==> src/elevator_pkg.sv <==
// Shared constants and types for the elevator request logic, referenced by every RTL file
package elevator_pkg;

    ////////////////////////////////////////
    // Sizes
    ////////////////////////////////////////

    localparam int NUM_FLOORS  = 11;
    localparam int STACK_DEPTH = 11;

    ////////////////////////////////////////
    // Basic types
    ////////////////////////////////////////

    // Floor number 0 to 10
    typedef logic [3:0] floor_t;

    // One bit per floor for buttons and lights
    typedef logic [NUM_FLOORS-1:0] floor_mask_t;

    // Fill count of the request stack from 0 to 11
    typedef logic [3:0] stack_ptr_t;

    typedef enum logic [1:0] {
        MOTION_STOP      = 2'd0,
        MOTION_UP        = 2'd1,
        MOTION_DOWN      = 2'd2,
        MOTION_EMERGENCY = 2'd3
    } motion_e;

    ////////////////////////////////////////
    // Bundles between blocks
    ////////////////////////////////////////

    // Status reported by the car motion controller
    typedef struct packed {
        floor_t  floor;
        motion_e motion;
    } car_status_t;

    // New request from the latch into the stack
    typedef struct packed {
        logic   valid;
        floor_t floor;
    } request_t;

    // Command to the car motion controller
    typedef struct packed {
        floor_t target;
        logic   direction_up;
        logic   activate;
    } dispatch_t;

endpackage

==> src/dispatch_control.sv <==
// Target, direction and activate for the car controller, plus door request gating
`timescale 1ns/1ps

module dispatch_control (
    input  elevator_pkg::floor_t      top_floor,
    input  logic                      empty,
    input  elevator_pkg::car_status_t car,
    input  logic                      halt,
    input  logic                      door_open_button,
    input  logic                      door_close_button,
    input  logic                      power,
    output elevator_pkg::dispatch_t   dispatch,
    output logic                      door_open_allowed,
    output logic                      door_close_allowed
);

    elevator_pkg::floor_t target;
    logic                 stopped;
    logic                 doors_ok;

    assign stopped = (car.motion == elevator_pkg::MOTION_STOP);

    ////////////////////////////////////////
    // Motion command
    ////////////////////////////////////////

    // With nothing pending the car is told to stay where it is
    assign target = empty ? car.floor : top_floor;

    assign dispatch.target       = target;
    // Equal floors count as up
    assign dispatch.direction_up = (target >= car.floor);
    assign dispatch.activate     = stopped
                                && !halt
                                && !empty
                                && (target != car.floor);

    ////////////////////////////////////////
    // Door permits
    ////////////////////////////////////////

    assign doors_ok = stopped && power;

    assign door_open_allowed  = doors_ok && door_open_button;
    assign door_close_allowed = doors_ok && door_close_button;

endmodule

==> src/floor_logic_top.sv <==
// Top level of the request side, connecting button latch, request stack and dispatch
`timescale 1ns/1ps

module floor_logic_top (
    input  logic                      clock,
    input  logic                      reset_n,
    input  elevator_pkg::floor_mask_t call_buttons,
    input  elevator_pkg::floor_mask_t panel_buttons,
    input  logic                      door_open_button,
    input  logic                      door_close_button,
    input  logic                      emergency,
    input  logic                      power,
    input  elevator_pkg::car_status_t car,
    output elevator_pkg::floor_mask_t call_lights,
    output elevator_pkg::floor_mask_t panel_lights,
    output elevator_pkg::dispatch_t   dispatch,
    output logic                      door_open_allowed,
    output logic                      door_close_allowed
);

    elevator_pkg::request_t push;
    elevator_pkg::floor_t   top_floor;
    logic                   empty;
    logic                   full;
    logic                   clear;

    request_latch u_latch (
        .clock         (clock),
        .reset_n       (reset_n),
        .call_buttons  (call_buttons),
        .panel_buttons (panel_buttons),
        .power         (power),
        .emergency     (emergency),
        .car           (car),
        .full          (full),
        .call_lights   (call_lights),
        .panel_lights  (panel_lights),
        .push          (push),
        .clear         (clear)
    );

    request_stack u_stack (
        .clock     (clock),
        .reset_n   (reset_n),
        .push      (push),
        .flush     (clear),
        .car       (car),
        .top_floor (top_floor),
        .empty     (empty),
        .full      (full)
    );

    // Same clear level holds the car while requests are wiped
    dispatch_control u_dispatch (
        .top_floor          (top_floor),
        .empty              (empty),
        .car                (car),
        .halt               (clear),
        .door_open_button   (door_open_button),
        .door_close_button  (door_close_button),
        .power              (power),
        .dispatch           (dispatch),
        .door_open_allowed  (door_open_allowed),
        .door_close_allowed (door_close_allowed)
    );

endmodule

==> src/request_latch.sv <==
// Button latch that turns hall-call and car-panel presses into lights and one stack push per cycle
`timescale 1ns/1ps

module request_latch (
    input  logic                      clock,
    input  logic                      reset_n,
    input  elevator_pkg::floor_mask_t call_buttons,
    input  elevator_pkg::floor_mask_t panel_buttons,
    input  logic                      power,
    input  logic                      emergency,
    input  elevator_pkg::car_status_t car,
    input  logic                      full,
    output elevator_pkg::floor_mask_t call_lights,
    output elevator_pkg::floor_mask_t panel_lights,
    output elevator_pkg::request_t    push,
    output logic                      clear
);

    elevator_pkg::floor_mask_t at_floor;
    elevator_pkg::floor_mask_t stop_mask;
    elevator_pkg::floor_mask_t panel_ok;
    elevator_pkg::floor_mask_t call_ok;
    elevator_pkg::floor_mask_t sel_mask;
    elevator_pkg::floor_mask_t panel_set;
    elevator_pkg::floor_mask_t call_set;
    elevator_pkg::floor_t      sel_floor;
    logic                      sel_valid;
    logic                      sel_panel;
    logic                      accept_en;

    // Power loss or emergency wipes all pending work
    assign clear = !power || emergency;

    assign at_floor  = elevator_pkg::floor_mask_t'(1) << car.floor;
    assign stop_mask = (car.motion == elevator_pkg::MOTION_STOP) ? at_floor : '0;

    ////////////////////////////////////////
    // Eligible presses
    ////////////////////////////////////////

    assign accept_en = !clear && !full;
    assign panel_ok  = accept_en ? (panel_buttons & ~panel_lights & ~at_floor) : '0;
    assign call_ok   = accept_en ? (call_buttons & ~call_lights & ~at_floor) : '0;

    // Lowest floor wins inside a bank, and the panel bank overrides the call bank
    always_comb begin
        sel_valid = 1'b0;
        sel_panel = 1'b0;
        sel_floor = '0;
        for (int i = elevator_pkg::NUM_FLOORS - 1; i >= 0; i--) begin
            if (call_ok[i]) begin
                sel_valid = 1'b1;
                sel_floor = elevator_pkg::floor_t'(i);
            end
        end
        for (int i = elevator_pkg::NUM_FLOORS - 1; i >= 0; i--) begin
            if (panel_ok[i]) begin
                sel_valid = 1'b1;
                sel_panel = 1'b1;
                sel_floor = elevator_pkg::floor_t'(i);
            end
        end
    end

    assign sel_mask  = sel_valid ? (elevator_pkg::floor_mask_t'(1) << sel_floor) : '0;
    assign panel_set = sel_panel ? sel_mask : '0;
    assign call_set  = sel_panel ? '0 : sel_mask;

    assign push.valid = sel_valid;
    assign push.floor = sel_floor;

    ////////////////////////////////////////
    // Light registers
    ////////////////////////////////////////

    always_ff @(posedge clock or negedge reset_n) begin
        if (!reset_n) begin
            call_lights  <= '0;
            panel_lights <= '0;
        end else if (clear) begin
            call_lights  <= '0;
            panel_lights <= '0;
        end else begin
            // A stopped car serves both banks at its floor
            call_lights  <= (call_lights | call_set) & ~stop_mask;
            panel_lights <= (panel_lights | panel_set) & ~stop_mask;
        end
    end

endmodule

==> src/request_stack.sv <==
// LIFO of accepted floor requests; the top entry is the current dispatch target
`timescale 1ns/1ps

module request_stack (
    input  logic                      clock,
    input  logic                      reset_n,
    input  elevator_pkg::request_t    push,
    input  logic                      flush,
    input  elevator_pkg::car_status_t car,
    output elevator_pkg::floor_t      top_floor,
    output logic                      empty,
    output logic                      full
);

    elevator_pkg::floor_t     entries [elevator_pkg::STACK_DEPTH];
    elevator_pkg::stack_ptr_t count;
    elevator_pkg::stack_ptr_t top_idx;
    elevator_pkg::stack_ptr_t wr_idx;
    logic                     pop;

    assign empty   = (count == '0);
    assign full    = (count == elevator_pkg::stack_ptr_t'(elevator_pkg::STACK_DEPTH));
    assign top_idx = count - elevator_pkg::stack_ptr_t'(1);

    assign top_floor = empty ? '0 : entries[top_idx];

    // Served when the car stands still at the requested floor
    assign pop = !empty
              && (car.motion == elevator_pkg::MOTION_STOP)
              && (top_floor == car.floor);

    // Pop goes first, so a same-cycle push overwrites the served slot
    assign wr_idx = count - elevator_pkg::stack_ptr_t'(pop);

    ////////////////////////////////////////
    // Fill count
    ////////////////////////////////////////

    always_ff @(posedge clock or negedge reset_n) begin
        if (!reset_n) begin
            count <= '0;
        end else if (flush) begin
            count <= '0;
        end else begin
            count <= wr_idx + elevator_pkg::stack_ptr_t'(push.valid);
        end
    end

    ////////////////////////////////////////
    // Entry storage
    ////////////////////////////////////////

    always_ff @(posedge clock) begin
        if (push.valid && !flush) begin
            entries[wr_idx] <= push.floor;
        end
    end

endmodule

==> config.mk <==
export PLATFORM = sky130hd
export DESIGN_NAME = floor_logic_top
export DESIGN_NICKNAME = d
export VERILOG_FILES = /design/src/elevator_pkg.sv /design/src/dispatch_control.sv /design/src/floor_logic_top.sv /design/src/request_latch.sv /design/src/request_stack.sv
export SDC_FILE = /design/constraint.sdc
export NUM_CORES = 1
export LEC_CHECK = 0
export ABC_AREA = 1
export BUFFER_PORTS_ARGS = -buffer_cell sky130_fd_sc_hd__clkbuf_2
export CAP_MARGIN = 20
export CORE_ASPECT_RATIO = 1.75
export CORE_UTILIZATION = 55
export CTS_CLUSTER_SIZE = 8
export DETAILED_ROUTE_END_ITERATION = 8
export PLACE_DENSITY = 0.82
export REMOVE_ABC_BUFFERS = 1
export SLEW_MARGIN = 20
export SYNTH_ARGS = -nofsm -noshare
export SYNTH_HDL_FRONTEND = slang
export SYNTH_HIERARCHICAL = 1
export SYNTH_SLANG_ARGS = --single-unit
==> constraint.sdc <==
create_clock -name clock -period 9.3 [get_ports clock]
set_input_delay 1.395 -clock clock [delete_from_list [all_inputs] [get_ports clock]]
set_output_delay 1.395 -clock clock [all_outputs]
set_load 0.01 [all_outputs]
==> results.toml <==
[outcome]
status = "finished clean"

[min_path]
min_path_cells = 2
hold_class = "flip-flop to flip-flop"

[sta]
slew_viol_final = 0
skew_ns = 0.00602
hold_viol_final = 0
fin_tns_setup_ns = 0
fin_crit_ns = 5.34
setup_viol = 0
post-route-period-util = 0.574
hold_ws_ns = 0.541
worstMarginPinSlew_ns = 0.744
grt_setup_unrepaired = "false"
relSlewSlack = 0.504
clock.fmax_mhz = 187

[finish]
nets = 637
drive_above_1_share = 0.221
final_cells = 685
antennaDiodeCount = 0
synthToLayoutAreaGrowth_pct = 14.9
fillers = 625
finalInstanceArea_um2 = 4880

[power_and_ir_drop]
p_leak_nw = 2.31
power_density_nw_per_um2 = 173
swShare = 0.301
power.total_mw = 0.845
p_switching_mw = 0.254
seqPwrFrac = 0.412
vdd_drop_max_mv = 0.0949
internal_power_mw = 0.590
p_clk_frac = 0.387
p_comb_frac = 0.201

[clock_network]
cts_buffers = 9
clkTransAtPathRegs_ns = 0.05
hold_buffers = 0
h-tree-depth = 3
clk_latency_ns = 0.33
cts.repair.resized = 0
cts_sinks = 70
cts_setup_buffers = 0
clockBufferDepth = 2
cts_tree = "built"
clockRootBuffer = "clkbuf_16"

[grt]
grt_max_degree = 27
gr-total-overflow = 0
antenna_found_initial = 0
grt_pass1_vias = 3697
grtUsageTotal = 0.325
grt_pass1_wl_mm = 18.5

[flow_run]
cap_violations = 0

[routing]
vias_per_cell = 5.64
drt_first_pass_iters = 5
drt-initial-drc-count = 404
ant_nets = 0
drt-wirelength-per-cell_um = 17.2
routed-via-count = 3862
wl_mm = 11.8
drc = 0

[yosys]
syn_avg_cell_area_um2 = 8.01
synth_area_um2 = 4250
yosysUniqueCellTypes = 37
ys_ff_latch = 70
synth_seq_area_share = 0.464
postSynthCellCount = 530
synth_warnings = 6

[placement]
placed_cells = 669
port_buffers = 63
place_area_um2 = 4580
globalplace.congestion = 1.00
hpwlAfterDp_mm = 9.11

[worst_setup_path]
cp.arrival_ns = 3.94
required_ns = 7.91
path_class = "flip-flop to primary output"
crit_fanout = 25
cp-start-kind = "flip-flop"
ff2ff_path_depth = 17
end_kind = "primary output"

[floorplan]
die_w_um = 68.4
num_rows = 42
start_util = 0.565
dieArea_um2 = 8090
io-pin-count = 64
core-area_um2 = 7510
die_y_um = 118
power by group through the flow:
stage / clock network (mW) / registers [mW] / logic [mW]
after CTS: 0.332 / 0.348 / 0.167
after global placement: 0 / 0.354 / 0.164
after global routing: 0.347 / 0.349 / 0.188
after floorplan: 0 / 0.354 / 0.111
after detailed placement: 0 / 0.355 / 0.166
final: 0.327 / 0.349 / 0.170
cell families (layout without fill, tap and decap cells):
group | Yosys count | in the layout | share of synthesized area
adder cells (fa/ha/maj) | 11 | 11 | 0.0324
flip-flops | 70 | 70 | 0.464
AND/OR/NAND/NOR | 312 | 312 | 0.348
XOR/XNOR | 2 | 2 | 0.00413
buffers and inverters | 97 | 164 | 0.0961
AO/OA/AOI/OAI | 38 | 38 | 0.0545
state kept, by name (all words and copies together) (netlist names):
name,flops
u_latch/call_lights,11
u_latch/panel_lights,11
u_stack/count,4
u_stack/entries,44
through the flow:
stage                     utilization  setup slack, ns
after CTS                       0.649             3.99
after global routing            0.649             3.64
final                           0.649             3.96
after floorplan                     -             5.09
after global placement          0.610             4.39
after detailed placement        0.610             4.35
cell type report:
class                      instances  area, µm²  area share
clock buffer                      11        254      0.0521
inverter                          85        322      0.0659
timing repair buffer              63        315      0.0646
sequential                        70       1970       0.404
tap                               88        110      0.0226
clock inverter                     5       40.0     0.00821
multi-input combinational        363       1870       0.382
path summary, 6_finish.rpt:
check                                         from                       to  slack (ns)
max                               u_stack/count[0]              dispatch[1]        3.96
min                        u_latch/panel_lights[0]  u_latch/panel_lights[0]        0.54
max reg2reg                       u_stack/count[0]    u_stack/entries[6][3]        4.62
min reg2reg                u_latch/panel_lights[0]  u_latch/panel_lights[0]        0.54
max in group asynchronous                  reset_n   u_latch/call_lights[0]        7.77
min in group asynchronous                  reset_n  u_latch/panel_lights[8]        1.10
Yosys cell counts, drive strengths merged:
master / n / share of area
nand2: 153 / 0.15
inv: 84 / 0.075
nor2: 73 / 0.076
nand3: 56 / 0.074
edfxtp: 44 / 0.31
dfrtp: 26 / 0.15
a21oi: 23 / 0.030
nand4: 22 / 0.032
ha: 11 / 0.032
buf: 10 / 0.019
o21ai: 7 / 0.0083
o31ai: 3 / 0.0053
or2: 3 / 0.0044
a31oi: 2 / 0.0029
clkbuf: 2 / 0.0018
nor4: 2 / 0.0080
o21bai: 2 / 0.0062
xor2: 2 / 0.0041
clkinv: 1 / 0.00088
nand3b: 1 / 0.0018
nor3: 1 / 0.0012
nor3b: 1 / 0.0018
o2111ai: 1 / 0.0021
layer usage:
layer,track usage,vias to the layer above,wire [µm]
met5,0,-,0
met4,0.180,0,748
met3,0.0550,54,529
met2,0.578,174,6580
met1,0.338,1790,3940
li1,-,1844,-
cells in the final DEF, fill, tap and decap left out, drive strengths merged, types with 3 or more instances in the layout:
master / instances
nand3: 56
ha: 11
nor2: 73
dfrtp: 26
clkinvlp: 3
a21oi: 23
nand2: 153
inv: 85
o31ai: 3
edfxtp: 44
o21ai: 7
or2: 3
nand4: 22
clkbuf: 74
critical path, stage by stage (launching register included):
cell and delay (ns):
dfrtp_1 0.82, inv_2 0.37, ha_1 0.76, inv_1 0.28, nand3_1 0.15, nand3_1 0.15, nand3_2 0.10, nand2_1 0.08
inv_1 0.07, nand2_1 0.05, o21ai_1 0.11, ha_1 0.28, nand2_1 0.10, nor2_2 0.05, nor2_1 0.07, nand2_1 0.05
clkbuf_2 0.12
(Power assumes the default switching activity.)
